<file path="src/design/tinker_pkg.sv">
// Shared types, opcodes, APB structs and host address map for the tinker core
package tinker_pkg;

    typedef logic [63:0] word_t;      // Data and address word
    typedef logic [4:0]  reg_idx_t;   // Register index
    typedef logic [31:0] apb_data_t;  // APB data bus

    // --------------------
    // Kept opcodes
    typedef enum logic [4:0] {
        OP_AND     = 5'b00000,
        OP_OR      = 5'b00001,
        OP_XOR     = 5'b00010,
        OP_NOT     = 5'b00011,
        OP_SHFTR   = 5'b00100,
        OP_SHFTRI  = 5'b00101,
        OP_SHFTL   = 5'b00110,
        OP_SHFTLI  = 5'b00111,
        OP_BR      = 5'b01000,
        OP_BRR_REG = 5'b01001,
        OP_BRR_LIT = 5'b01010,
        OP_BRNZ    = 5'b01011,
        OP_BRGT    = 5'b01110,
        OP_LOAD    = 5'b10000,   // mov rd, (rs)(L)
        OP_MOV_REG = 5'b10001,
        OP_MOV_LIT = 5'b10010,
        OP_STORE   = 5'b10011,   // mov (rd)(L), rs
        OP_ADD     = 5'b11000,
        OP_ADDI    = 5'b11001,
        OP_SUB     = 5'b11010,
        OP_SUBI    = 5'b11011,
        OP_HALT    = 5'b11111
    } opcode_e;

    typedef struct packed {
        logic [4:0]  opcode;
        reg_idx_t    rd;
        reg_idx_t    rs;
        reg_idx_t    rt;
        logic [11:0] imm;
    } instr_t;

    typedef struct packed {
        opcode_e  opcode;
        reg_idx_t rd;
        reg_idx_t rs1;         // ALU operand a, branch condition
        reg_idx_t rs2;         // ALU operand b, brgt rt, store data
        word_t    imm;         // Sign-extended
        logic     use_imm;
        logic     writes_reg;
        logic     is_load;
        logic     is_store;
        logic     is_branch;
    } decoded_t;

    // --------------------
    // Bus structs
    typedef struct packed {
        logic        psel;
        logic        penable;
        logic        pwrite;
        logic [11:0] paddr;
        apb_data_t   pwdata;
    } apb_req_t;

    typedef struct packed {
        apb_data_t prdata;
        logic      pready;
        logic      pslverr;
    } apb_rsp_t;

    typedef struct packed {
        logic  read;
        logic  write;
        word_t addr;
        word_t wdata;
    } core_mem_req_t;

    localparam int HOST_WIDX_W = 10;              // Words in the 12-bit APB space
    typedef logic [HOST_WIDX_W-1:0] host_widx_t;

    typedef struct packed {
        logic       write;
        apb_data_t  wdata;
        host_widx_t widx;
    } host_mem_req_t;

    // Host address map
    localparam logic [11:0] ADDR_CTRL     = 12'h000;
    localparam logic [11:0] ADDR_REG_BASE = 12'h400;
    localparam logic [11:0] ADDR_MEM_BASE = 12'h800;
    localparam int STATUS_RUNNING = 0;
    localparam int STATUS_HALTED  = 1;

endpackage

</file>
<file path="src/design/tinker_decoder.sv">
// Instruction decoder: field split, immediate sign extension, operand select and class flags
`timescale 1ns/100ps

module tinker_decoder import tinker_pkg::*; (
    input  instr_t   instr,
    output decoded_t dec
);
    opcode_e op;

    assign op = opcode_e'(instr.opcode);

    always_comb begin
        dec            = '0;
        dec.opcode     = op;
        dec.rd         = instr.rd;
        dec.rs1        = instr.rs;
        dec.rs2        = instr.rt;
        dec.imm        = {{52{instr.imm[11]}}, instr.imm};
        case (op)
            OP_ADDI, OP_SUBI, OP_SHFTRI, OP_SHFTLI: begin
                dec.rs1        = instr.rd;           // rd is also the source
                dec.use_imm    = 1'b1;
                dec.writes_reg = 1'b1;
            end
            OP_ADD, OP_SUB, OP_AND, OP_OR, OP_XOR, OP_NOT,
            OP_SHFTR, OP_SHFTL, OP_MOV_REG: dec.writes_reg = 1'b1;
            OP_MOV_LIT: begin
                dec.use_imm    = 1'b1;
                dec.writes_reg = 1'b1;
            end
            OP_LOAD: begin
                dec.use_imm    = 1'b1;
                dec.writes_reg = 1'b1;
                dec.is_load    = 1'b1;
            end
            OP_STORE: begin
                dec.use_imm  = 1'b1;
                dec.is_store = 1'b1;
                dec.rs2      = instr.rs;             // Store data
            end
            OP_BR, OP_BRR_REG, OP_BRNZ, OP_BRGT: dec.is_branch = 1'b1;
            OP_BRR_LIT: begin
                dec.use_imm   = 1'b1;
                dec.is_branch = 1'b1;
            end
            default: ;                               // Halt and unknown do nothing
        endcase
    end

endmodule

</file>
<file path="config.mk">
export PLATFORM = sky130hd
export DESIGN_NAME = tinker_decoder
export DESIGN_NICKNAME = d
export VERILOG_FILES = /design/src/design/tinker_pkg.sv /design/src/design/tinker_decoder.sv
export SDC_FILE = /design/constraint.sdc
export NUM_CORES = 1
export LEC_CHECK = 0
export ABC_AREA = 0
export BUFFER_PORTS_ARGS = -buffer_cell sky130_fd_sc_hd__buf_2
export CAP_MARGIN = 0
export CORE_MARGIN = 1.5
export CORE_UTILIZATION = 34
export DETAILED_ROUTE_END_ITERATION = 12
export PLACE_DENSITY_LB_ADDON = 0.1
export SYNTH_ARGS = -nofsm -noshare
export SYNTH_HDL_FRONTEND = slang
export SYNTH_SLANG_ARGS = --single-unit
</file>
<file path="constraint.sdc">
create_clock -name vclk -period 2.35
set_clock_uncertainty 0.05 [all_clocks]
set_input_delay 0.3525 -clock vclk [all_inputs]
set_output_delay 0.3525 -clock vclk [all_outputs]
set_load 0.01 [all_outputs]
</file>
==> impl.org <==
** Run status
- Status :: finished clean

** Power
- Final total power :: 0.0938 mW
- The worst-case IR drop observed on VDD is 0.0522 mV.
- Power density cells :: 180 nW/µm²
- In this run the static leakage power is 0.289 nW.

** Setup path
- The most critical setup path has its startpoint at instr[31].
- CP endpoint kind :: output pin
- WP data required :: 1.95 ns
- The slowest stage of the critical path belongs to the cell or3b_4.
- Critical path's most frequent cell :: buf_2
- Data arrives at the worst endpoint at 1.60 ns.
- Traced cell by cell, the critical path runs through buf_2 > or3b_4 > nor2_8 > mux2_1 > buf_2.
- Critical Setup Path Class :: input pin to output pin
- The worst setup path is launched from an input pin.
- Max stage delay on crit path :: 0.44 ns
- Capturing element of the worst setup path :: dec[72]
- Highest fanout seen on the critical path :: 9

** STA
- Clock period minus final worst setup slack :: 2.00 ns
- Total negative slack :: 0 ns
- Total count of max-transition violations in the final report :: 0
- Relative slew slack :: 84.2%
- Transition time at the pin with the least slew margin :: around 0.24 ns
- The tightest hold path in the finished design has a slack of 0.655 ns.
- Static timing analysis puts the maximum clock frequency at around 0.50 GHz.
- Setup repair after global routing missed its margin :: no
- Endpoints failing hold :: 0
- Setup violations remaining at the end of the flow were counted as 0.
- Setup ws final :: between 0.3 and 0.4 ns
- After layout, the worst path uses 85.3% of the clock period.

** Route
- Via count of the routed design :: 435
- Before antenna repair, the detailed router went through 4 iterations.
- After the first detailed-routing iteration, the DRC count stood at 10.
- Antenna-violating nets left :: 0
- Routed Wire Length :: roughly 1.3 mm
- Using the TritonRoute via totals, the vias-per-cell ratio works out to between 4 and 5.
- Drt wl/cell :: 12.6 µm
- After detailed routing, the number of remaining DRC violations is 0.

** Placement
- During placement, the flow inserted port buffers numbering 45.
- OpenSTA, run right after detailed placement, puts the worst setup slack at 0.320 ns.
- Placed Instance Area :: 520 µm²
- Number of placed instances, taps included :: 103
- The congestion estimate from routability-driven global placement came to 0.638.

** Finish
- Total area of multi-input combinational cells :: 249 µm²
- Clock buffers in the final layout number 0.
- Area growth from synthesis to final layout :: -36.0%
- Seq. cell area :: 0 µm²
- After routing the design area is 520 µm².
- Sequential cell count of the final layout :: 0
- Once layout is complete, the cells apart from fillers number 103.
- Antenna Cells :: 0
- Measured on the finished design, the core utilization comes to 23.3%.
- The final layout contains 109 nets.
- Layout cell share with drive strength beyond 1 :: 72.0%
- Layout fillers :: approximately 240

** Synth
- The number of nets handed over by synthesis was between 100 and 150.
- During synthesis, Yosys emitted a total of 0 warnings.
- Post-synthesis area per instance :: 7.82 µm²
- Synthesis instantiated 18 different standard cells from the library.
- Cell Area, Synth :: approximately 810 µm²
- Cells after synthesis :: 104
- After synthesis, flip-flops and latches occupy 0% of the total area.

** Clock tree
- Post-cts gate resize count :: 0
- Setup fix buffers added after clock tree synthesis :: 0
- CTS Hold Buffers Added :: 0

** Global routing
- Global routing used about 8% of the available tracks.
- Vias in the first global route :: 401
- Global-route wire length before repair :: 1.73 mm
- Summed over all layers, the global routing overflow is 0.
- Largest net degree at the start of global routing :: 54
- Initial antenna violation count :: 0

** Floorplan
- Total die area :: 2690 µm²
- The initial utilization of the core area, before any placement, comes to approximately 36%.
- During I/O placement, the number of pins put on the boundary was 121.
- Measured along the x axis, the die boundary spans a little over 50 µm.
- After floorplanning, the core was divided into 17 placement rows.
- Die Span Y :: 51.9 µm
- Area of the core region :: about 2200 µm²

** Flow run
- Max-cap violations :: 0

** Worst hold path
- Type of the most critical hold path :: input pin to output pin
- The startpoint identified for the worst hold timing path is instr[5].
==> placed cells by master, fill, tap and decap left out, drive strengths merged <==
| master | count |
|---|---|
| mux2 | 10 |
| a21boi | 1 |
| or3b | 1 |
| a31o | 1 |
| buf | 46 |
| inv | 1 |
| xor2 | 1 |
| nand4b | 1 |
| a21oi | 1 |
| nor2 | 1 |
| o32ai | 1 |
| nand2 | 3 |
| o21ai | 2 |
| nor3 | 1 |
| o31ai | 1 |
| nand2b | 3 |
==> worst min-delay path by stage <==
| stage | to | slack, ns | cells past startpoint |
|---|---|---|---|
| final | dec[10] | 0.66 | 0 |
| after detailed placement | dec[10] | 0.66 | 0 |
| after CTS | dec[10] | 0.66 | 0 |
| after global routing | dec[6] | 0.66 | 0 |
| after floorplan | dec[2] | 0.71 | 1 |
| after global placement | dec[10] | 0.66 | 0 |
==> power breakdown <==
group          internal (mW)  leakage (nW)  total (mW)  switching [mW]
combinational         0.0460         0.289      0.0938          0.0477
clock                      0             0           0               0
sequential                 0             0           0               0
total                 0.0460         0.289      0.0938          0.0477
==> kinds of logic after synthesis <==
| group | after synthesis | synth area share [%] |
|---|---|---|
| buffers and inverters | 76 | 69.4 |
| muxes | 10 | 13.8 |
| and+or+nand+nor | 10 | 9.23 |
| AOI/OAI and AO/OA | 7 | 6.46 |
| xor gates and xnor gates | 1 | 1.08 |
==> per-layer routing <==
| metal | up-vias | GRT usage [%] | part of all wire (%) |
|---|---|---|---|
| li1 | 205 | - | - |
| met1 | 185 | 8.51 | 35 |
| met2 | 45 | 16.9 | 44 |
| met3 | 0 | 2.01 | 22 |
| met4 | 0 | 0 | 0 |
| met5 | - | 0 | 0 |
==> critical path: cells and delay by family <==
family,cells,cell delay (ns)
buf+inv,2,0.31
mux,1,0.33
simple gates,2,0.61
==> synthesized netlist by cell type <==
cell | n | area [µm²]
nor2_8 | 1 | 20.0
buf_2 | 1 | 5.00
nor3_1 | 1 | 5.00
a21oi_1 | 1 | 5.00
or3b_4 | 1 | 11.3
xor2_1 | 1 | 8.76
nand4b_1 | 1 | 8.76
inv_1 | 1 | 3.75
mux2_2 | 5 | 56.3
nand2_1 | 3 | 11.3
a21boi_0 | 1 | 7.51
nand2b_1 | 3 | 18.8
mux2_1 | 5 | 56.3
buf_4 | 74 | 556
o21ai_0 | 2 | 10.0
o32ai_1 | 1 | 8.76
o31ai_2 | 1 | 12.5
a31o_1 | 1 | 8.76
==> layout make-up <==
class / instances / share of cell area (%)
multi-input cells: 28 / 47.8
repair buffers: 46 / 44.7
well taps: 28 / 6.73
inverters: 1 / 0.721
Note: power is estimated with default switching activity, not from simulation.
