## src/design/tinker_pkg.sv

```systemverilog
// Shared types, opcodes, APB structs and host address map for the tinker core
package tinker_pkg;

    typedef logic [63:0] word_t;      // Data and address word
    typedef logic [4:0]  reg_idx_t;   // Register index
    typedef logic [31:0] apb_data_t;  // APB data bus

    // --------------------
    // Kept opcodes
    typedef enum logic [4:0] {
        OP_AND     = 5'b00000,
        OP_OR      = 5'b00001,
        OP_XOR     = 5'b00010,
        OP_NOT     = 5'b00011,
        OP_SHFTR   = 5'b00100,
        OP_SHFTRI  = 5'b00101,
        OP_SHFTL   = 5'b00110,
        OP_SHFTLI  = 5'b00111,
        OP_BR      = 5'b01000,
        OP_BRR_REG = 5'b01001,
        OP_BRR_LIT = 5'b01010,
        OP_BRNZ    = 5'b01011,
        OP_BRGT    = 5'b01110,
        OP_LOAD    = 5'b10000,   // mov rd, (rs)(L)
        OP_MOV_REG = 5'b10001,
        OP_MOV_LIT = 5'b10010,
        OP_STORE   = 5'b10011,   // mov (rd)(L), rs
        OP_ADD     = 5'b11000,
        OP_ADDI    = 5'b11001,
        OP_SUB     = 5'b11010,
        OP_SUBI    = 5'b11011,
        OP_HALT    = 5'b11111
    } opcode_e;

    typedef struct packed {
        logic [4:0]  opcode;
        reg_idx_t    rd;
        reg_idx_t    rs;
        reg_idx_t    rt;
        logic [11:0] imm;
    } instr_t;

    typedef struct packed {
        opcode_e  opcode;
        reg_idx_t rd;
        reg_idx_t rs1;         // ALU operand a, branch condition
        reg_idx_t rs2;         // ALU operand b, brgt rt, store data
        word_t    imm;         // Sign-extended
        logic     use_imm;
        logic     writes_reg;
        logic     is_load;
        logic     is_store;
        logic     is_branch;
    } decoded_t;

    // --------------------
    // Bus structs
    typedef struct packed {
        logic        psel;
        logic        penable;
        logic        pwrite;
        logic [11:0] paddr;
        apb_data_t   pwdata;
    } apb_req_t;

    typedef struct packed {
        apb_data_t prdata;
        logic      pready;
        logic      pslverr;
    } apb_rsp_t;

    typedef struct packed {
        logic  read;
        logic  write;
        word_t addr;
        word_t wdata;
    } core_mem_req_t;

    localparam int HOST_WIDX_W = 10;              // Words in the 12-bit APB space
    typedef logic [HOST_WIDX_W-1:0] host_widx_t;

    typedef struct packed {
        logic       write;
        apb_data_t  wdata;
        host_widx_t widx;
    } host_mem_req_t;

    // Host address map
    localparam logic [11:0] ADDR_CTRL     = 12'h000;
    localparam logic [11:0] ADDR_REG_BASE = 12'h400;
    localparam logic [11:0] ADDR_MEM_BASE = 12'h800;
    localparam int STATUS_RUNNING = 0;
    localparam int STATUS_HALTED  = 1;

endpackage

```

## src/design/tinker_host_regs.sv

```systemverilog
// APB slave: control/status register, register-file window and memory window
`timescale 1ns/100ps

module tinker_host_regs import tinker_pkg::*; #(
    parameter int MEM_BYTES = 2048
) (
    input  logic          clk,
    input  logic          reset,
    input  apb_req_t      apb_req,
    input  logic          running,
    input  logic          halted,
    input  apb_data_t     host_rdata_mem,
    input  word_t         host_rdata_reg,
    output apb_rsp_t      apb_rsp,
    output logic          start,
    output host_mem_req_t host_mem,
    output reg_idx_t      host_reg_idx
);
    logic        access;
    logic        hit_ctrl;
    logic        hit_reg;
    logic        hit_mem;
    logic        err;
    logic [11:0] mem_off;
    apb_data_t   rdata;

    // --------------------
    // Address decode
    assign access   = apb_req.psel && apb_req.penable;  // Access phase of a transfer
    assign mem_off  = apb_req.paddr - ADDR_MEM_BASE;
    assign hit_ctrl = apb_req.paddr == ADDR_CTRL;
    assign hit_reg  = apb_req.paddr[11:8] == ADDR_REG_BASE[11:8]
                      && apb_req.paddr[1:0] == 2'b00;    // 32 regs x 8 bytes
    assign hit_mem  = apb_req.paddr >= ADDR_MEM_BASE && mem_off < MEM_BYTES
                      && apb_req.paddr[1:0] == 2'b00;

    // Windows are closed while the core runs
    assign err = access && (!(hit_ctrl || hit_reg || hit_mem)
                            || ((hit_reg || hit_mem) && running));

    assign host_reg_idx   = apb_req.paddr[7:3];
    assign host_mem.widx  = mem_off[11:2];
    assign host_mem.wdata = apb_req.pwdata;
    assign host_mem.write = access && apb_req.pwrite && hit_mem && !running;

    // --------------------
    // Read data
    always_comb begin
        rdata = '0;
        if (hit_ctrl) begin
            rdata[STATUS_RUNNING] = running;
            rdata[STATUS_HALTED]  = halted;
        end else if (hit_reg) begin
            rdata = apb_req.paddr[2] ? host_rdata_reg[63:32] : host_rdata_reg[31:0];
        end else if (hit_mem) begin
            rdata = host_rdata_mem;
        end
    end

    assign apb_rsp = '{prdata: rdata, pready: 1'b1, pslverr: err};  // No wait states

    // Start pulse, one cycle after the CTRL write
    always_ff @(posedge clk or posedge reset) begin
        if (reset) begin
            start <= 1'b0;
        end else begin
            start <= access && apb_req.pwrite && hit_ctrl
                     && apb_req.pwdata[0] && !running;       // Ignored while running
        end
    end

endmodule

```

## config.mk

```make
export PLATFORM = sky130hd
export DESIGN_NAME = tinker_host_regs
export DESIGN_NICKNAME = d
export VERILOG_FILES = /design/src/design/tinker_pkg.sv /design/src/design/tinker_host_regs.sv
export SDC_FILE = /design/constraint.sdc
export NUM_CORES = 1
export LEC_CHECK = 0
export BUFFER_PORTS_ARGS = -buffer_cell sky130_fd_sc_hd__buf_2
export CAP_MARGIN = 10
export CORE_AREA = 2 2 89 91
export DETAILED_ROUTE_END_ITERATION = 10
export DIE_AREA = 0 0 91 93
export PLACE_DENSITY_LB_ADDON = 0.2
export SYNTH_ARGS = -nofsm -noshare
export SYNTH_HDL_FRONTEND = slang
export SYNTH_SLANG_ARGS = --single-unit
export TNS_END_PERCENT = 50
```

## constraint.sdc

```tcl
create_clock -name clk -period 1.2 [get_ports clk]
set_input_delay 0.06 -clock clk [delete_from_list [all_inputs] [get_ports clk]]
set_output_delay 0.06 -clock clk [all_outputs]
set_load 0.02 [all_outputs]
```

==> impl_metrics.json <==
{
  "synth_nets": 319,
  "drt_pass1_iterations": 2,
  "global_route.usage.total_pct": 10.5,
  "fp.dieW_um": 91,
  "die_y_um": 93,
  "grt_antenna_before_repair": 0,
  "finalNetCount": 451,
  "largest_net_degree_at_the_start_of_global_routing": 18,
  "required_ns": 1.14,
  "drcViolationCount": 0,
  "finalCriticalPeriod_ns": 1.24,
  "finalSetupTns_ns": -0.0662,
  "floorplan.io_pins": 230,
  "final-max-slew-violation-count": 0,
  "number_of_buffers_and_inverters_on_the_critical_path": 4,
  "initialDrtViolationCount": 21,
  "floorplan.core_area_mm2": 0.00753,
  "slowest_stage": "mux2_4",
  "synth_area_per_cell_um2": 6.92,
  "num_vias": 1670,
  "detail-route-antenna-nets": 0,
  "hold_ws_ns": 0.120,
  "grt_setup_unrepaired": "true",
  "hpwlAfterDp_um": 4160,
  "warnings_from_yosys": 0,
  "worst_hold_path_type": "primary input to output port",
  "hold_viol_final": 0,
  "final_wtd_congestion": 0.679,
  "kind_of_cell_adding_the_most_delay_to_the_critical_path": "buffers and inverters",
  "netlist_area_mm2": 0.00119,
  "synth_top_area_cell": "buf_4",
  "critical-path-max-stage-delay_ns": 0.26,
  "synth_seq_cells": 1,
  "hold_startpoint": "apb_req[6]",
  "cap_viol_max_count": 0,
  "final-seq-area_um2": 25.0,
  "n_antenna_cell": 0,
  "initial_cell_density_of_the_core_pct": 15.8,
  "layout-drive-gt1-share_pct": 75.8,
  "buffers_on_ports": 166,
  "grt-ovfl-total": 0,
  "post-synth-top-area-fraction_pct": 30.3,
  "timing.final.ws_setup_ns": -0.0354,
  "power.density_cell_area_mw_per_mm2": 306,
  "report.final.setup_viol": 2,
  "maxClockFrequency_mhz": 809,
  "largest_register_ffs": 1,
  "placement_rows": 32,
  "count_of_placed_standard_cells_including_taps": 394,
  "worstHoldEndpoint": "host_mem[16]",
  "multi_input_area_um2": 938,
  "final_util_pct": 31.9,
  "final_cell_count_no_fill": 404,
  "syn2layout_area_growth_pct": 102,
  "synth_cells": 172,
  "first_global_vias": 1531,
  "wl_final_um": 5460,
  "critPathArrivalTime_ns": 1.18,
  "timing.critical_path.to_type": "output port",
  "ir_worst_vdd_mv": 0.0972,
  "wire_length_per_cell_after_detailed_routing_um": 13.5,
  "path_class": "primary input to output port",
  "violations": "negative setup slack",
  "filler_cell_count": 838,
  "crit_path_cells": "buf_8, buf_6, nor3b_4, buf_4, a32o_1, mux2_4, buf_6",
  "timing.hold.worst_path_depth": 0,
  "die_area_mm2": 0.00846,
  "first_pass_grt_wire_length_um": 7400,
  "synth.lib_cells_used.distinct": 23,
  "crit_path_max_fanout": 3,
  "leakage_nw": 1.32,
  "register_area_share_after_synthesis_pct": 2.10,
  "fin_crit_sh_pct": 103,
  "critical_path.most_common_cell": "buf_6",
  "largest_registers": "start (1)",
  "post_drt_via_cell_ratio": 4.13,
  "register_containing_the_most_flip_flops_in_the_final_layout": "start",
  "run_status": "complete, but fails checks",
  "pre_cts_slack_ns": -0.126,
  "synth.top_cells.by_area": "buf_4, mux2i_1, o21ai_1",
  "crit_path_start_kind": "primary input"
}
cells in the final DEF, fill, tap and decap left out:
cell type	n
a32o_1	2
buf_12	4
buf_16	1
buf_2	130
buf_4	25
buf_6	22
buf_8	3
clkbuf_16	2
conb_1	1
dfrtp_1	1
dlygate4sd3_1	1
inv_1	3
mux2_4	4
mux2i_1	30
nand2_1	14
nand2_2	10
nand2_4	7
nand4_1	1
nand4b_1	1
nor2_1	1
nor3_2	2
nor3b_4	1
nor4_1	1
nor4_4	2
nor4b_4	1
o2111a_1	1
o21ai_0	1
o21ai_1	15
o21ai_2	14
o21ai_4	1
cell families after synthesis:
family	count (synthesis)	synth area share, %
buffers and inverters	61	35.6
and+or+nand+nor	41	16.6
AOI/OAI and AO/OA	34	15.7
muxes	34	29.7
DFF	1	2.10
other	1	0.315
worst max path at each step:
stage / startpoint / endpoint / slack (ns) / cells after the start
after floorplan: apb_req[43] / apb_rsp[10] / 0.10 / 4
after global placement: apb_req[34] / apb_rsp[3] / -0.09 / 5
after detailed placement: apb_req[34] / apb_rsp[2] / -0.13 / 5
after CTS: apb_req[43] / apb_rsp[2] / -0.03 / 7
after global routing: apb_req[40] / apb_rsp[2] / -0.14 / 6
final: apb_req[43] / apb_rsp[2] / -0.04 / 7
metal layers:
layer	GRT usage [%]	part of all wire (%)	vias up
met4	1.01	0.86	0
li1	-	-	810
met5	0	0	-
met2	21.2	54	114
met3	2.18	9.8	8
met1	11.5	35	738
synthesized netlist by cell type (all sizes together):
cell type  count
buf           55
nand2         31
o21ai         31
mux2i         30
mux2           4
clkbuf         3
inv            3
nor4           3
a32o           2
nor3           2
conb           1
dfrtp          1
nand4          1
nand4b         1
nor2           1
nor3b          1
nor4b          1
o2111a         1
cell type report:
type	count	share of cell area [%]
multi-input cells	110	39.1
well taps	102	5.32
flip-flops and latches	1	1.04
repair buffers	188	54.1
inverters	3	0.469
power by group:
part / leakage (nW) / internal [mW] / switching, mW
clock network: 0 / 0 / 0
registers: 0.0140 / 0.0343 / 0.000000121
logic: 1.31 / 0.372 / 0.328
per-stage QoR:
| stage | power (mW) | instance area, um^2 |
|---|---|---|
| 2_1_floorplan | 0.474 | 1190 |
| 4_1_cts | 0.647 | 2080 |
| 3_5_place_dp | 0.593 | 1870 |
| 5_1_grt | 0.788 | 2400 |
| 3_3_place_gp | 0.591 | 1870 |
| 6_report | 0.734 | 2400 |
repair_timing:
item / in CTS / in global routing
pin swaps: 6 / 7
hold endpoints to repair: 1 / 0
gates resized for setup: 42 / 72
hold buffers: 1 / 0
cloned: 1 / 2
endpoints found under the setup margin: 27 / 34
setup buffers: 5 / 1
No activity file was read; power rests on OpenSTA's default activity.
