### config.mk
export PLATFORM = sky130hd
export DESIGN_NAME = tinker_control
export DESIGN_NICKNAME = d
export VERILOG_FILES = /design/src/design/tinker_pkg.sv /design/src/design/tinker_control.sv
export SDC_FILE = /design/constraint.sdc
export NUM_CORES = 1
export LEC_CHECK = 0
export ABC_CLOCK_PERIOD_IN_PS = 4600
export BUFFER_PORTS_ARGS = -buffer_cell sky130_fd_sc_hd__buf_2
export CAP_MARGIN = 40
export CORE_AREA = 2 2 300 302
export DETAILED_ROUTE_END_ITERATION = 10
export DIE_AREA = 0 0 302 304
export GPL_TIMING_DRIVEN = 0
export SLEW_MARGIN = 20
export SYNTH_ARGS = -nofsm -noshare
export SYNTH_HDL_FRONTEND = slang
export SYNTH_SLANG_ARGS = --single-unit
### constraint.sdc
create_clock -name clk -period 4.6 [get_ports clk]
set_clock_uncertainty 0.1 [all_clocks]
set_input_delay 0.69 -clock clk [delete_from_list [all_inputs] [get_ports clk]]
set_output_delay 0.69 -clock clk [all_outputs]
set_load 0.05 [all_outputs]
### src/design/tinker_pkg.sv
// Shared types, opcodes, APB structs and host address map for the tinker core
package tinker_pkg;

    typedef logic [63:0] word_t;      // Data and address word
    typedef logic [4:0]  reg_idx_t;   // Register index
    typedef logic [31:0] apb_data_t;  // APB data bus

    // --------------------
    // Kept opcodes
    typedef enum logic [4:0] {
        OP_AND     = 5'b00000,
        OP_OR      = 5'b00001,
        OP_XOR     = 5'b00010,
        OP_NOT     = 5'b00011,
        OP_SHFTR   = 5'b00100,
        OP_SHFTRI  = 5'b00101,
        OP_SHFTL   = 5'b00110,
        OP_SHFTLI  = 5'b00111,
        OP_BR      = 5'b01000,
        OP_BRR_REG = 5'b01001,
        OP_BRR_LIT = 5'b01010,
        OP_BRNZ    = 5'b01011,
        OP_BRGT    = 5'b01110,
        OP_LOAD    = 5'b10000,   // mov rd, (rs)(L)
        OP_MOV_REG = 5'b10001,
        OP_MOV_LIT = 5'b10010,
        OP_STORE   = 5'b10011,   // mov (rd)(L), rs
        OP_ADD     = 5'b11000,
        OP_ADDI    = 5'b11001,
        OP_SUB     = 5'b11010,
        OP_SUBI    = 5'b11011,
        OP_HALT    = 5'b11111
    } opcode_e;

    typedef struct packed {
        logic [4:0]  opcode;
        reg_idx_t    rd;
        reg_idx_t    rs;
        reg_idx_t    rt;
        logic [11:0] imm;
    } instr_t;

    typedef struct packed {
        opcode_e  opcode;
        reg_idx_t rd;
        reg_idx_t rs1;         // ALU operand a, branch condition
        reg_idx_t rs2;         // ALU operand b, brgt rt, store data
        word_t    imm;         // Sign-extended
        logic     use_imm;
        logic     writes_reg;
        logic     is_load;
        logic     is_store;
        logic     is_branch;
    } decoded_t;

    // --------------------
    // Bus structs
    typedef struct packed {
        logic        psel;
        logic        penable;
        logic        pwrite;
        logic [11:0] paddr;
        apb_data_t   pwdata;
    } apb_req_t;

    typedef struct packed {
        apb_data_t prdata;
        logic      pready;
        logic      pslverr;
    } apb_rsp_t;

    typedef struct packed {
        logic  read;
        logic  write;
        word_t addr;
        word_t wdata;
    } core_mem_req_t;

    localparam int HOST_WIDX_W = 10;              // Words in the 12-bit APB space
    typedef logic [HOST_WIDX_W-1:0] host_widx_t;

    typedef struct packed {
        logic       write;
        apb_data_t  wdata;
        host_widx_t widx;
    } host_mem_req_t;

    // Host address map
    localparam logic [11:0] ADDR_CTRL     = 12'h000;
    localparam logic [11:0] ADDR_REG_BASE = 12'h400;
    localparam logic [11:0] ADDR_MEM_BASE = 12'h800;
    localparam int STATUS_RUNNING = 0;
    localparam int STATUS_HALTED  = 1;

endpackage

### src/design/tinker_control.sv
// Core FSM with PC, instruction, ALU-out and memory-data registers and address generation
`timescale 1ns/100ps

module tinker_control import tinker_pkg::*; #(
    parameter word_t RESET_PC = '0
) (
    input  logic          clk,
    input  logic          reset,
    input  logic          start,
    input  decoded_t      dec,
    input  word_t         rs1_val,
    input  word_t         rs2_val,
    input  word_t         rd_val,
    input  word_t         alu_result,
    input  word_t         next_pc,
    input  logic          branch_taken,
    input  word_t         mem_rdata,
    output instr_t        instr,
    output word_t         pc,
    output core_mem_req_t core_mem,
    output logic          reg_we,
    output word_t         reg_wdata,
    output logic          running,
    output logic          halted,
    output logic          hlt
);
    typedef enum logic [2:0] {
        S_IDLE, S_FETCH, S_DECODE, S_EXECUTE, S_MEMORY, S_WRITEBACK, S_HALTED
    } state_e;

    state_e state;
    state_e state_nxt;
    logic   take;
    word_t  alu_q;     // ALU output register
    word_t  mdr_q;     // Memory data register

    assign take = dec.is_branch && branch_taken;

    // --------------------
    // Next state
    always_comb begin
        state_nxt = state;
        case (state)
            S_IDLE, S_HALTED: begin
                if (start) begin
                    state_nxt = S_FETCH;
                end
            end
            S_FETCH:     state_nxt = S_DECODE;
            S_DECODE:    state_nxt = (dec.opcode == OP_HALT) ? S_HALTED : S_EXECUTE;
            S_EXECUTE: begin
                if (take) begin
                    state_nxt = S_FETCH;             // Taken branch skips writeback
                end else if (dec.is_load || dec.is_store) begin
                    state_nxt = S_MEMORY;
                end else begin
                    state_nxt = S_WRITEBACK;
                end
            end
            S_MEMORY:    state_nxt = S_WRITEBACK;
            S_WRITEBACK: state_nxt = S_FETCH;
            default:     state_nxt = S_IDLE;
        endcase
    end

    always_ff @(posedge clk or posedge reset) begin
        if (reset) begin
            state <= S_IDLE;
            pc    <= RESET_PC;
            instr <= '0;
        end else begin
            state <= state_nxt;
            if ((state == S_IDLE || state == S_HALTED) && start) begin
                pc <= RESET_PC;                      // Every run starts here
            end else if (state == S_EXECUTE && take) begin
                pc <= next_pc;
            end else if (state == S_WRITEBACK) begin
                pc <= pc + 64'd4;
            end
            if (state == S_FETCH) begin
                instr <= mem_rdata[31:0];
            end
        end
    end

    always_ff @(posedge clk) begin
        if (state == S_EXECUTE) begin
            alu_q <= alu_result;
        end
        if (state == S_MEMORY && dec.is_load) begin
            mdr_q <= mem_rdata;
        end
    end

    // --------------------
    // Memory address and data
    always_comb begin
        core_mem = '0;
        if (state == S_FETCH) begin
            core_mem.read = 1'b1;
            core_mem.addr = pc;
        end else if (state == S_MEMORY) begin
            core_mem.read  = dec.is_load;
            core_mem.write = dec.is_store;
            core_mem.addr  = (dec.is_store ? rd_val : rs1_val) + dec.imm;
            core_mem.wdata = rs2_val;                // rs register on port 2 for stores
        end
    end

    assign reg_we    = state == S_WRITEBACK && dec.writes_reg;
    assign reg_wdata = dec.is_load ? mdr_q : alu_q;
    assign running   = state != S_IDLE && state != S_HALTED;
    assign halted    = state == S_HALTED;
    assign hlt       = halted;

endmodule

==> out/metrics.cfg <==
[floorplanning]
num_rows = 110
core_area_sq_um = 89000
die_area_sq_um = 91800
die_height_um = 304
fp.dieW_um = 302
io_pins = 771
initial_core_util_pct = 17.5

[synthesis]
synth-edff-count = 128
ys_types = 80
syn_inst = 1643
synthArstFlopShare_pct = 43.6
yosysSeqAreaShare_pct = 40.6
synth_nets = 2185
synth_ff_type = edfxtp_1
yosys_warnings = 0
ys_ff_latch = 227
syn_area_sq_um = 15600
avgSynthCellArea_sq_um = 9.48

[run]
maxCapViolations = 0

[worst_setup_path]
path_class = input port to primary output
max_stage_delay_ps = 550
required_ps = 3810
crit_chain = buf_12, buf_16, clkbuf_16, mux2_4, ha_4, buf_6, nand2_2, or4_4, or3_4, o31ai_4, buf_12, a31oi_4, o21bai_4, xnor2_4, o21ai_4, buf_6
r2r_setup_slack_ps = 740
critical_path_arrival_ps = 4260
crit_slowest_cell = or4_4
r2r_cells = 10
critPathCaptureType = primary output
r2r-end = pc[58]
crit_path_start_kind = input port
cp_max_fo = 7
rr_startpoint = pc[2]

[outcome]
status = complete, but fails checks
violations = setup timing

[detailed_routing]
first_pass_iters = 5
drt_iter0_drc = 1334
wl_per_cell_um = 25.3
remaining_drc_errors = 0
ant_nets = 0
wl_um = 94500
num_vias = 17200
via_per_inst = 4.60

[timing]
relSlewSlack_pct = 39.7
holdWs_ps = 169
max_freq_ghz = 0.198
rsz0062_at_grt = true
worst_slack_ps = -445
post-route-period-util_pct = 110
finalSetupViolations = 33
tns_ps = -8380
hold_viol = 0
drv_slew = 0
period_minus_slack_ps = 5050
worst_slew_pin_slew_ps = 897

[cts]
cts_buffers = 29
h-tree-depth = 1
cts.sinks = 227
insertion_delay_ps = 600
clockBufferDepth = 3
cts_tree = done
cts.clk_slew.worst_paths_ps = 60
cts-root-buf = clkbuf_16

[placed_design]
hpwl_um = 77300
io_buffers = 753
place_congestion = 0.887

[global_route]
grt_pass1_wl_um = 129000
grt_pass1_vias = 16800
grt-ovfl-total = 0
grt_max_degree = 66
antenna_found_initial = 27
globalRouteTotalUtil_pct = 19.6

[power]
finalPower_mw = 13.6
p_leak_nw = 10.7
ir_drop_v = 0.000423
cellPowerDensity_nw_per_um2 = 550

[cells_and_area]
nNetsFinal = 3069
layout-drive-gt1-share_pct = 50.7
final_util_pct = 27.8
synthToLayoutAreaGrowth_pct = 59.0

[min_path]
min_from = mem_rdata[60]
min_path_cells = 1
hold_path_end = mdr_q[60]
hold_class = input port to flip-flop

[final cells by class]
type	instances	area (sq um)
Buffer	94	584
Timing Repair Buffer	858	5160
Multi-Input combinational cell	1297	10100
Clock inverter	17	240
Inverter	20	80.1
Antenna cell	9	22.5
Fill cell	9545	64300
Clock buffer	37	776
Tap cell	1176	1470
Sequential cell	227	6320
[how the worst max path moves through the flow]
stage,end,slack [ps],from
finish,core_mem[117],-450,dec[1]
global route,core_mem[115],-510,dec[1]
CTS,core_mem[117],-460,dec[1]
global placement,core_mem[112],-2350,dec[1]
detailed placement,core_mem[112],-2150,dec[1]
floorplan,core_mem[117],10,dec[1]
[cells in the mapped netlist (9+ instances only)]
cell type / count / area, sq um
a21o_1: 29 / 218
a21oi_1: 103 / 515
a221o_1: 17 / 170
a22oi_1: 9 / 67.6
a31oi_1: 33 / 206
and2_1: 70 / 438
and3_1: 26 / 163
clkbuf_1: 76 / 285
dfrtp_1: 99 / 2480
edfxtp_1: 128 / 3840
ha_1: 64 / 801
inv_1: 20 / 75.1
mux2_2: 158 / 1780
nand2_1: 219 / 822
nand2b_1: 13 / 81.3
nand3_1: 32 / 160
nand4_1: 27 / 169
nor2_1: 92 / 345
nor3_1: 23 / 115
nor4_1: 12 / 75.1
o211ai_1: 9 / 67.6
o21ai_0: 164 / 821
o21bai_1: 14 / 105
o311ai_0: 12 / 105
xnor2_1: 33 / 289
xor2_1: 24 / 210
[layer usage]
| metal | routed length, um | GRT usage (%) | vias to the layer above | share of wire (%) |
|---|---|---|---|---|
| met5 | 98 | 0 | - | 0.10 |
| met3 | 8670 | 5.06 | 147 | 9.2 |
| met2 | 44600 | 33.2 | 825 | 47 |
| met1 | 38200 | 24.6 | 8336 | 40 |
| li1 | - | - | 7869 | - |
| met4 | 2970 | 4.95 | 18 | 3.1 |
[power by group]
group / internal, mW / switching, mW
registers: 2.80 / 0.656
logic: 2.24 / 5.46
clock network: 1.48 / 0.985
total: 6.52 / 7.11
[flip-flops by register name, summed over array words and instances (netlist names)]
register / cells
state: 3
alu_q: 64
mdr_q: 64
instr: 32
pc: 64
[through the flow]
stage	cells	worst slack [ps]	instance area, sq um
4_1_cts	3709	-461	24300
2_1_floorplan	1643	12.9	15800
5_1_grt	3727	-507	24800
6_report	3735	-445	24800
3_5_place_dp	3596	-2150	21400
3_3_place_gp	3572	-2350	21000
[layout by cell type, fill, tap and decap left out, drive strengths merged, types with 33 or more instances in the layout]
| master | count |
|---|---|
| a21oi | 103 |
| a31oi | 35 |
| and2 | 73 |
| buf | 871 |
| clkbuf | 116 |
| dfrtp | 99 |
| edfxtp | 128 |
| ha | 64 |
| mux2 | 158 |
| nand2 | 220 |
| nor2 | 93 |
| o21ai | 172 |
| xnor2 | 33 |
[cell families after synthesis]
family | count (synthesis) | synth area share [%]
AND/OR/NAND/NOR | 555 | 17.2
XOR/XNOR | 57 | 3.20
AO/OA/AOI/OAI | 458 | 18.5
adder cells (fa/ha/maj) | 65 | 5.27
buffers and inverters | 119 | 3.56
flip-flops | 227 | 40.6
multiplexers | 162 | 11.7
[repair_timing]
item / in CTS / in global routing
resized for setup: 282 / 76
endpoints found under the hold margin: 7 / 0
setup endpoints to repair: 58 / 43
pin swaps: 78 / 50
hold buffers: 1 / 0
cloned: 2 / 0
setup buffers: 60 / 20
[critical path: cells and delay by family]
family,cells,cell delay [ps]
AND/OR/NAND/NOR,3,1040
buffers and inverters,6,910
AO/OA/AOI/OAI,4,840
multiplexers,1,310
adder cells (fa/ha/maj),1,270
XOR/XNOR,1,150
No activity file was read; power rests on OpenSTA's default activity.
