`config.mk`:
```
export PLATFORM = sky130hd
export DESIGN_NAME = tinker_branch_unit
export DESIGN_NICKNAME = d
export VERILOG_FILES = /design/src/design/tinker_pkg.sv /design/src/design/tinker_branch_unit.sv
export SDC_FILE = /design/constraint.sdc
export NUM_CORES = 1
export LEC_CHECK = 0
export BUFFER_PORTS_ARGS = -buffer_cell sky130_fd_sc_hd__buf_2
export CAP_MARGIN = 30
export CORE_AREA = 3 3 160 162
export DETAILED_ROUTE_END_ITERATION = 10
export DIE_AREA = 0 0 163 165
export GPL_ROUTABILITY_DRIVEN = 0
export PLACE_DENSITY = 0.71
export SETUP_SLACK_MARGIN = 0.05
export SYNTH_ARGS = -nofsm -noshare
export SYNTH_HDL_FRONTEND = slang
export SYNTH_SLANG_ARGS = --single-unit
```
`constraint.sdc`:
```
create_clock -name vclk -period 5.5
set_clock_uncertainty 0.05 [all_clocks]
set_input_delay 0.275 -clock vclk [all_inputs]
set_output_delay 0.275 -clock vclk [all_outputs]
set_load 0.02 [all_outputs]
```
`src/design/tinker_pkg.sv`:
```
// Shared types, opcodes, APB structs and host address map for the tinker core
package tinker_pkg;

    typedef logic [63:0] word_t;      // Data and address word
    typedef logic [4:0]  reg_idx_t;   // Register index
    typedef logic [31:0] apb_data_t;  // APB data bus

    // --------------------
    // Kept opcodes
    typedef enum logic [4:0] {
        OP_AND     = 5'b00000,
        OP_OR      = 5'b00001,
        OP_XOR     = 5'b00010,
        OP_NOT     = 5'b00011,
        OP_SHFTR   = 5'b00100,
        OP_SHFTRI  = 5'b00101,
        OP_SHFTL   = 5'b00110,
        OP_SHFTLI  = 5'b00111,
        OP_BR      = 5'b01000,
        OP_BRR_REG = 5'b01001,
        OP_BRR_LIT = 5'b01010,
        OP_BRNZ    = 5'b01011,
        OP_BRGT    = 5'b01110,
        OP_LOAD    = 5'b10000,   // mov rd, (rs)(L)
        OP_MOV_REG = 5'b10001,
        OP_MOV_LIT = 5'b10010,
        OP_STORE   = 5'b10011,   // mov (rd)(L), rs
        OP_ADD     = 5'b11000,
        OP_ADDI    = 5'b11001,
        OP_SUB     = 5'b11010,
        OP_SUBI    = 5'b11011,
        OP_HALT    = 5'b11111
    } opcode_e;

    typedef struct packed {
        logic [4:0]  opcode;
        reg_idx_t    rd;
        reg_idx_t    rs;
        reg_idx_t    rt;
        logic [11:0] imm;
    } instr_t;

    typedef struct packed {
        opcode_e  opcode;
        reg_idx_t rd;
        reg_idx_t rs1;         // ALU operand a, branch condition
        reg_idx_t rs2;         // ALU operand b, brgt rt, store data
        word_t    imm;         // Sign-extended
        logic     use_imm;
        logic     writes_reg;
        logic     is_load;
        logic     is_store;
        logic     is_branch;
    } decoded_t;

    // --------------------
    // Bus structs
    typedef struct packed {
        logic        psel;
        logic        penable;
        logic        pwrite;
        logic [11:0] paddr;
        apb_data_t   pwdata;
    } apb_req_t;

    typedef struct packed {
        apb_data_t prdata;
        logic      pready;
        logic      pslverr;
    } apb_rsp_t;

    typedef struct packed {
        logic  read;
        logic  write;
        word_t addr;
        word_t wdata;
    } core_mem_req_t;

    localparam int HOST_WIDX_W = 10;              // Words in the 12-bit APB space
    typedef logic [HOST_WIDX_W-1:0] host_widx_t;

    typedef struct packed {
        logic       write;
        apb_data_t  wdata;
        host_widx_t widx;
    } host_mem_req_t;

    // Host address map
    localparam logic [11:0] ADDR_CTRL     = 12'h000;
    localparam logic [11:0] ADDR_REG_BASE = 12'h400;
    localparam logic [11:0] ADDR_MEM_BASE = 12'h800;
    localparam int STATUS_RUNNING = 0;
    localparam int STATUS_HALTED  = 1;

endpackage

```
`src/design/tinker_branch_unit.sv`:
```
// Branch condition evaluation and next-PC computation
`timescale 1ns/100ps

module tinker_branch_unit import tinker_pkg::*; (
    input  decoded_t dec,
    input  word_t    pc,
    input  word_t    rd_val,
    input  word_t    rs_val,
    input  word_t    rt_val,
    output word_t    next_pc,
    output logic     branch_taken
);
    always_comb begin
        next_pc      = pc + 64'd4;   // Fall through
        branch_taken = 1'b0;
        case (dec.opcode)
            OP_BR: begin
                next_pc      = rd_val;
                branch_taken = 1'b1;
            end
            OP_BRR_REG: begin
                next_pc      = pc + rd_val;
                branch_taken = 1'b1;
            end
            OP_BRR_LIT: begin
                next_pc      = pc + dec.imm;
                branch_taken = 1'b1;
            end
            OP_BRNZ: begin
                if (rs_val != '0) begin
                    next_pc      = rd_val;
                    branch_taken = 1'b1;
                end
            end
            OP_BRGT: begin
                if ($signed(rs_val) > $signed(rt_val)) begin
                    next_pc      = rd_val;
                    branch_taken = 1'b1;
                end
            end
            default: ;
        endcase
    end

endmodule

```
==> metrics.txt, run 1 <==
outcome completed; Seq cells 0; full die area around 0.027 mm^2; CP max stage cell o31ai_1; Tcrit/Tclk final around 96%; register area 0 um^2; GR Overflow Total 0; VDD IR max 54.0 uV; Leakage 0.00516 uW; CP delay by family, top compound AO/OA/AOI/OAI gates; Die H 165 um; average wire per standard cell 18.6 um; Post-CTS Hold Buffers 0; Mapped Cells roughly 1200; first-pass GRT wire length around 53 mm; share of cells above drive strength 1 30.8%; yosys warns 0; DP Wirelength slightly above 30 mm; P&R area growth vs syn 28.1%; CP required about 5.2 ns; row count 57; CP Launch Type input port; RSZ-0062 raised after global routing false; Area after DPL about 0.011 mm^2; Final ANT Viol Nets 0; CORE AREA 0.0242 mm^2; final instance area around 0.011 mm^2; port bufs between 300 and 400; die width around 160 um; top cells by area, synth ha_1 (20%), mux2_2 (8.5%), nand2_1 (7.0%), xor2_1 (6.9%), a21oi_1 (6.0%); Mapped Area 0.00832 mm^2; Fmax around 0.19 GHz; final setup fails 0; Post-Route WL 35.4 mm; post-route setup TNS 0 ns; Crit path largest cell delay roughly 0.63 ns; HP Class input port to output pin; Max-slew headroom a little over a third; actual slew at the worst max-slew pin 0.952 ns; CP Capture Type output pin; max_cap viols 0; Via Count 10800; initial antenna violation count 10; Vias/cell about 5.7; DR DRC count 0; peak fanout along the critical path 21; synth cell count leaders nand2_1 (156), ha_1 (136), a21oi_1 (100); Syn Nets between 1500 and 2000; Final nets approximately 2100; Worst Slack Setup Final 0.229 ns; cells along the critical path buf_2, nand2b_1, nor2_1, nand2_4, buf_4, mux2_2, ha_1, o21ai_0, nor2_1, o31a_1, a32oi_1, a211oi_1, nor3_1, o31ai_1, a211oi_1, xor2_1, o221ai_1, buf_2; worst path arrival time roughly 5 ns; vias in the first global route approximately 10000; Initial Util about a third; Yosys top cell by area ha_1; critical path type input port to output pin; Final Max Slew Viols 0; endpoints failing hold 0; syn_area_per_cell a little under 7 um^2; Post-Layout Cell Count 1904; pwr dens 98.8 mW/mm^2; DRT Pass-1 Iters 5; IO Count 410; DP Worst Slack between 0.2 and 0.25 ns; count leader, synth nand2_1; sequential area share after synthesis 0%; Buf+Inv Stages, Crit Path 3; Iter 0 DRT Violations between 500 and 600; final core utilization approximately 44%; top cell type's share of synthesized area between 20% and 30%; # clk buffers 0; pin count of the biggest net entering global routing 36; fin crit period 5.27 ns; all-layer global routing usage approximately a quarter; placed insts 1900; synth unique cells 65
## final cells by class
class / count / area, um^2
multi-input cells: 1084 / 7830
well taps: 324 / 405
repair buffers: 405 / 2090
fillers: 2533 / 13600
inverters: 87 / 327
diodes: 4 / 10.0
## cells in the final DEF, fill, tap and decap left out, types with 5 or more instances in the layout
cell type and instances:
o21bai_1 12, a211oi_1 13, mux2_2 63, xor2_1 66, o21ai_0 62, a21o_1 26, ha_1 136, o21a_1 10
o31a_1 5, nor2b_1 11, nor3_1 22, nand2_1 154, and2_1 7, buf_4 13, and4_1 10, a22oi_1 8
or3_1 6, nand2b_1 8, nor2_1 74, nand3_1 36, a221oi_1 5, nand4_1 40, and3_1 17, xnor2_1 54
o221ai_1 42, nor4_1 21, inv_1 86, a31oi_1 6, a21oi_1 100, a221o_1 10, buf_2 390, o211ai_1 8
## path summary, 6_finish.rpt
path              slack [ns]       start  cells past startpoint          end
setup / recovery        0.23     dec[88]                     18  next_pc[51]
hold / removal          0.84  rd_val[42]                      4  next_pc[42]
## power breakdown
part           internal, uW  switching, uW
clock network     0.0000976              0
logic                   439            615
registers                 0              0
total                   439            615
## routing by layer
metal  GRT usage [%]  up-vias  wire [um]
met2            43.7      512      16900
met4            8.38       12       1270
li1                -     5246          -
met1            28.6     4913      14000
met3            4.39       84       3100
met5               0        -         74
## stage by stage
step	power (uW)	hold WS (ns)
after detailed placement	1030	0.846
after floorplan	662	0.695
after global placement	1020	0.848
final	1050	0.842
after CTS	1040	0.846
after global routing	1160	0.871
## cells by family (layout without fill, tap and decap cells)
group | Yosys count | in the layout | share of synthesized area [%]
other | 0 | 4 | 0
buffers and inverters | 133 | 492 | 6.16
and+or+nand+nor | 421 | 421 | 24.5
xor gates and xnor gates | 120 | 120 | 12.6
muxes | 64 | 64 | 8.64
AOI/OAI and AO/OA | 342 | 342 | 27.4
adders and majority gates | 137 | 137 | 20.7
## what timing repair did
action / CTS / global route
endpoints found under the setup margin: 0 / 16
resized for setup: 0 / 3
hold endpoints to repair: 0 / 0
buffers inserted: 0 / 0
No activity file was read; power rests on OpenSTA's default activity.
==> inputs of run 2 (changes only) <==
Settings changed: SETUP_SLACK_MARGIN 0.05 to 0.4, SLEW_MARGIN from default to 20.
==> metrics.txt, run 2 (synthesis gave the netlist of run 1 again) <==
initial antenna violation count 10; Hold Crit Depth 4; Tcrit/Tclk final between 80% and 90%; row count 57; endpoints failing hold 0; pwr dens around 100 mW/mm^2; VDD IR max around 54 uV; critical path type input port to output pin; clock share of power 0%; CP Launch Type input port; WHS Endpoint next_pc[42]; CP required approximately 5.2 ns; Hold Startpoint rd_val[42]; CP Capture Type output pin; Final nets about 2000; total power draw around 1100 uW; Final ANT Viol Nets 0; full die area 0.0269 mm^2; final core utilization between 40% and 50%; fin crit period a little under 5 ns; Die H approximately 170 um; DR DRC count 0; Combinational Power Share between 90% and 100%; Area after DPL 0.0106 mm^2; Post-Route WL around 36 mm; HP Class input port to output pin; Max-slew headroom a little under two fifths; worst path arrival time between 4 and 5 ns; share of cells above drive strength 1 around a third; Reg power frac 0%; CORE AREA about 0.024 mm^2; Initial Util between 30% and 40%; average wire per standard cell about 19 um; register area 0 um^2; # clk buffers 0; Fill cells between 2000 and 3000; Via Count 10800; Worst Slack Setup Final about 0.6 ns; die width 163 um; all-layer global routing usage between 20% and 30%; final setup fails 0; Fmax just over 0.2 GHz; Final Max Slew Viols 0; sw power approximately 620 uW; Iter 0 DRT Violations around 620; Post-CTS Hold Buffers 0; final instance area about 0.011 mm^2; most common cell after layout, fill and taps aside buf_2; Vias/cell around 5.7; peak fanout along the critical path 11; DP Worst Slack between 0.2 and 0.25 ns; GR Overflow Total 0; Seq cells 0; DRT Pass-1 Iters 5; P&R area growth vs syn 28.7%; post-route setup TNS 0 ns; outcome completed; actual slew at the worst max-slew pin just over 0.9 ns; RSZ-0062 raised after global routing false; first-pass GRT wire length roughly 53 mm; IO Count slightly above 400; pin count of the biggest net entering global routing 36; vias in the first global route about 10000; most frequent cells in the layout buf_2 (390), nand2_1 (154), ha_1 (136), a21oi_1 (99), inv_1 (86); switching share of power about three fifths; max_cap viols 0; Internal around 440 uW; DP Wirelength slightly above 30 mm; port bufs 390; Leakage a little over 0.005 uW
-- run 2: repair_timing --
| action | 4_1_cts | 5_1_grt |
|---|---|---|
| pin swaps | 0 | 1 |
| setup buffers | 0 | 0 |
| gates cloned | 0 | 1 |
| setup endpoints to repair | 13 | 18 |
| gates resized for setup | 4 | 8 |
-- run 2: layer usage --
metal,track usage (%),up-vias,share of wire (%)
li1,-,5254,-
met1,28.6,4973,41
met2,43.7,496,48
met3,4.39,84,7.9
met4,8.34,12,3.4
met5,0,-,0.21
-- run 2: how the worst max path moves through the flow --
stage | start | end | slack, ns | depth (start not counted)
2_1_floorplan | dec[88] | next_pc[47] | 1.04 | 16
3_3_place_gp | dec[88] | next_pc[61] | 0.22 | 17
3_5_place_dp | dec[88] | next_pc[63] | 0.22 | 19
4_1_cts | dec[88] | next_pc[63] | 0.44 | 19
5_1_grt | dec[85] | next_pc[63] | 0.42 | 18
6_report | dec[85] | next_pc[51] | 0.60 | 17
-- run 2: metrics by stage --
| step | hold WS (ns) | cells |
|---|---|---|
| detailed placement | 0.846 | 1900 |
| global route | 0.871 | 1905 |
| floorplan | 0.695 | 1217 |
| global placement | 0.848 | 1900 |
| finish | 0.842 | 1905 |
| CTS | 0.846 | 1900 |
-- run 2: area by class of cell --
| class | instances | area (um^2) | share of cell area (%) |
|---|---|---|---|
| Tap cell | 324 | 405 | 3.79 |
| Multi-Input combinational cell | 1085 | 7880 | 73.6 |
| Inverter | 87 | 327 | 3.05 |
| Antenna cell | 4 | 10.0 | 0.0935 |
| Timing Repair Buffer | 405 | 2090 | 19.5 |
-- run 2: power by group through the flow --
stage	Combinational (uW)	Clock [uW]	Sequential (uW)
final	1060	0.0000976	0
after global routing	1160	0.0000974	0
after CTS	1040	0	0
after detailed placement	1030	0	0
after global placement	1020	0	0
after floorplan	662	0	0
-- run 2: worst max-delay path, cell delays in order --
cell and delay [ns]:
buf_2 0.13, nor2b_2 0.39, nand2_4 0.24, buf_4 0.25, mux2_2 0.29, ha_1 0.38
a21o_1 0.22, a21oi_1 0.19, o21a_1 0.15, nor2_1 0.04, or4_1 0.56, nor3_1 0.37
o31ai_2 0.20, a211oi_1 0.34, xor2_1 0.18, o221ai_1 0.14, buf_2 0.20
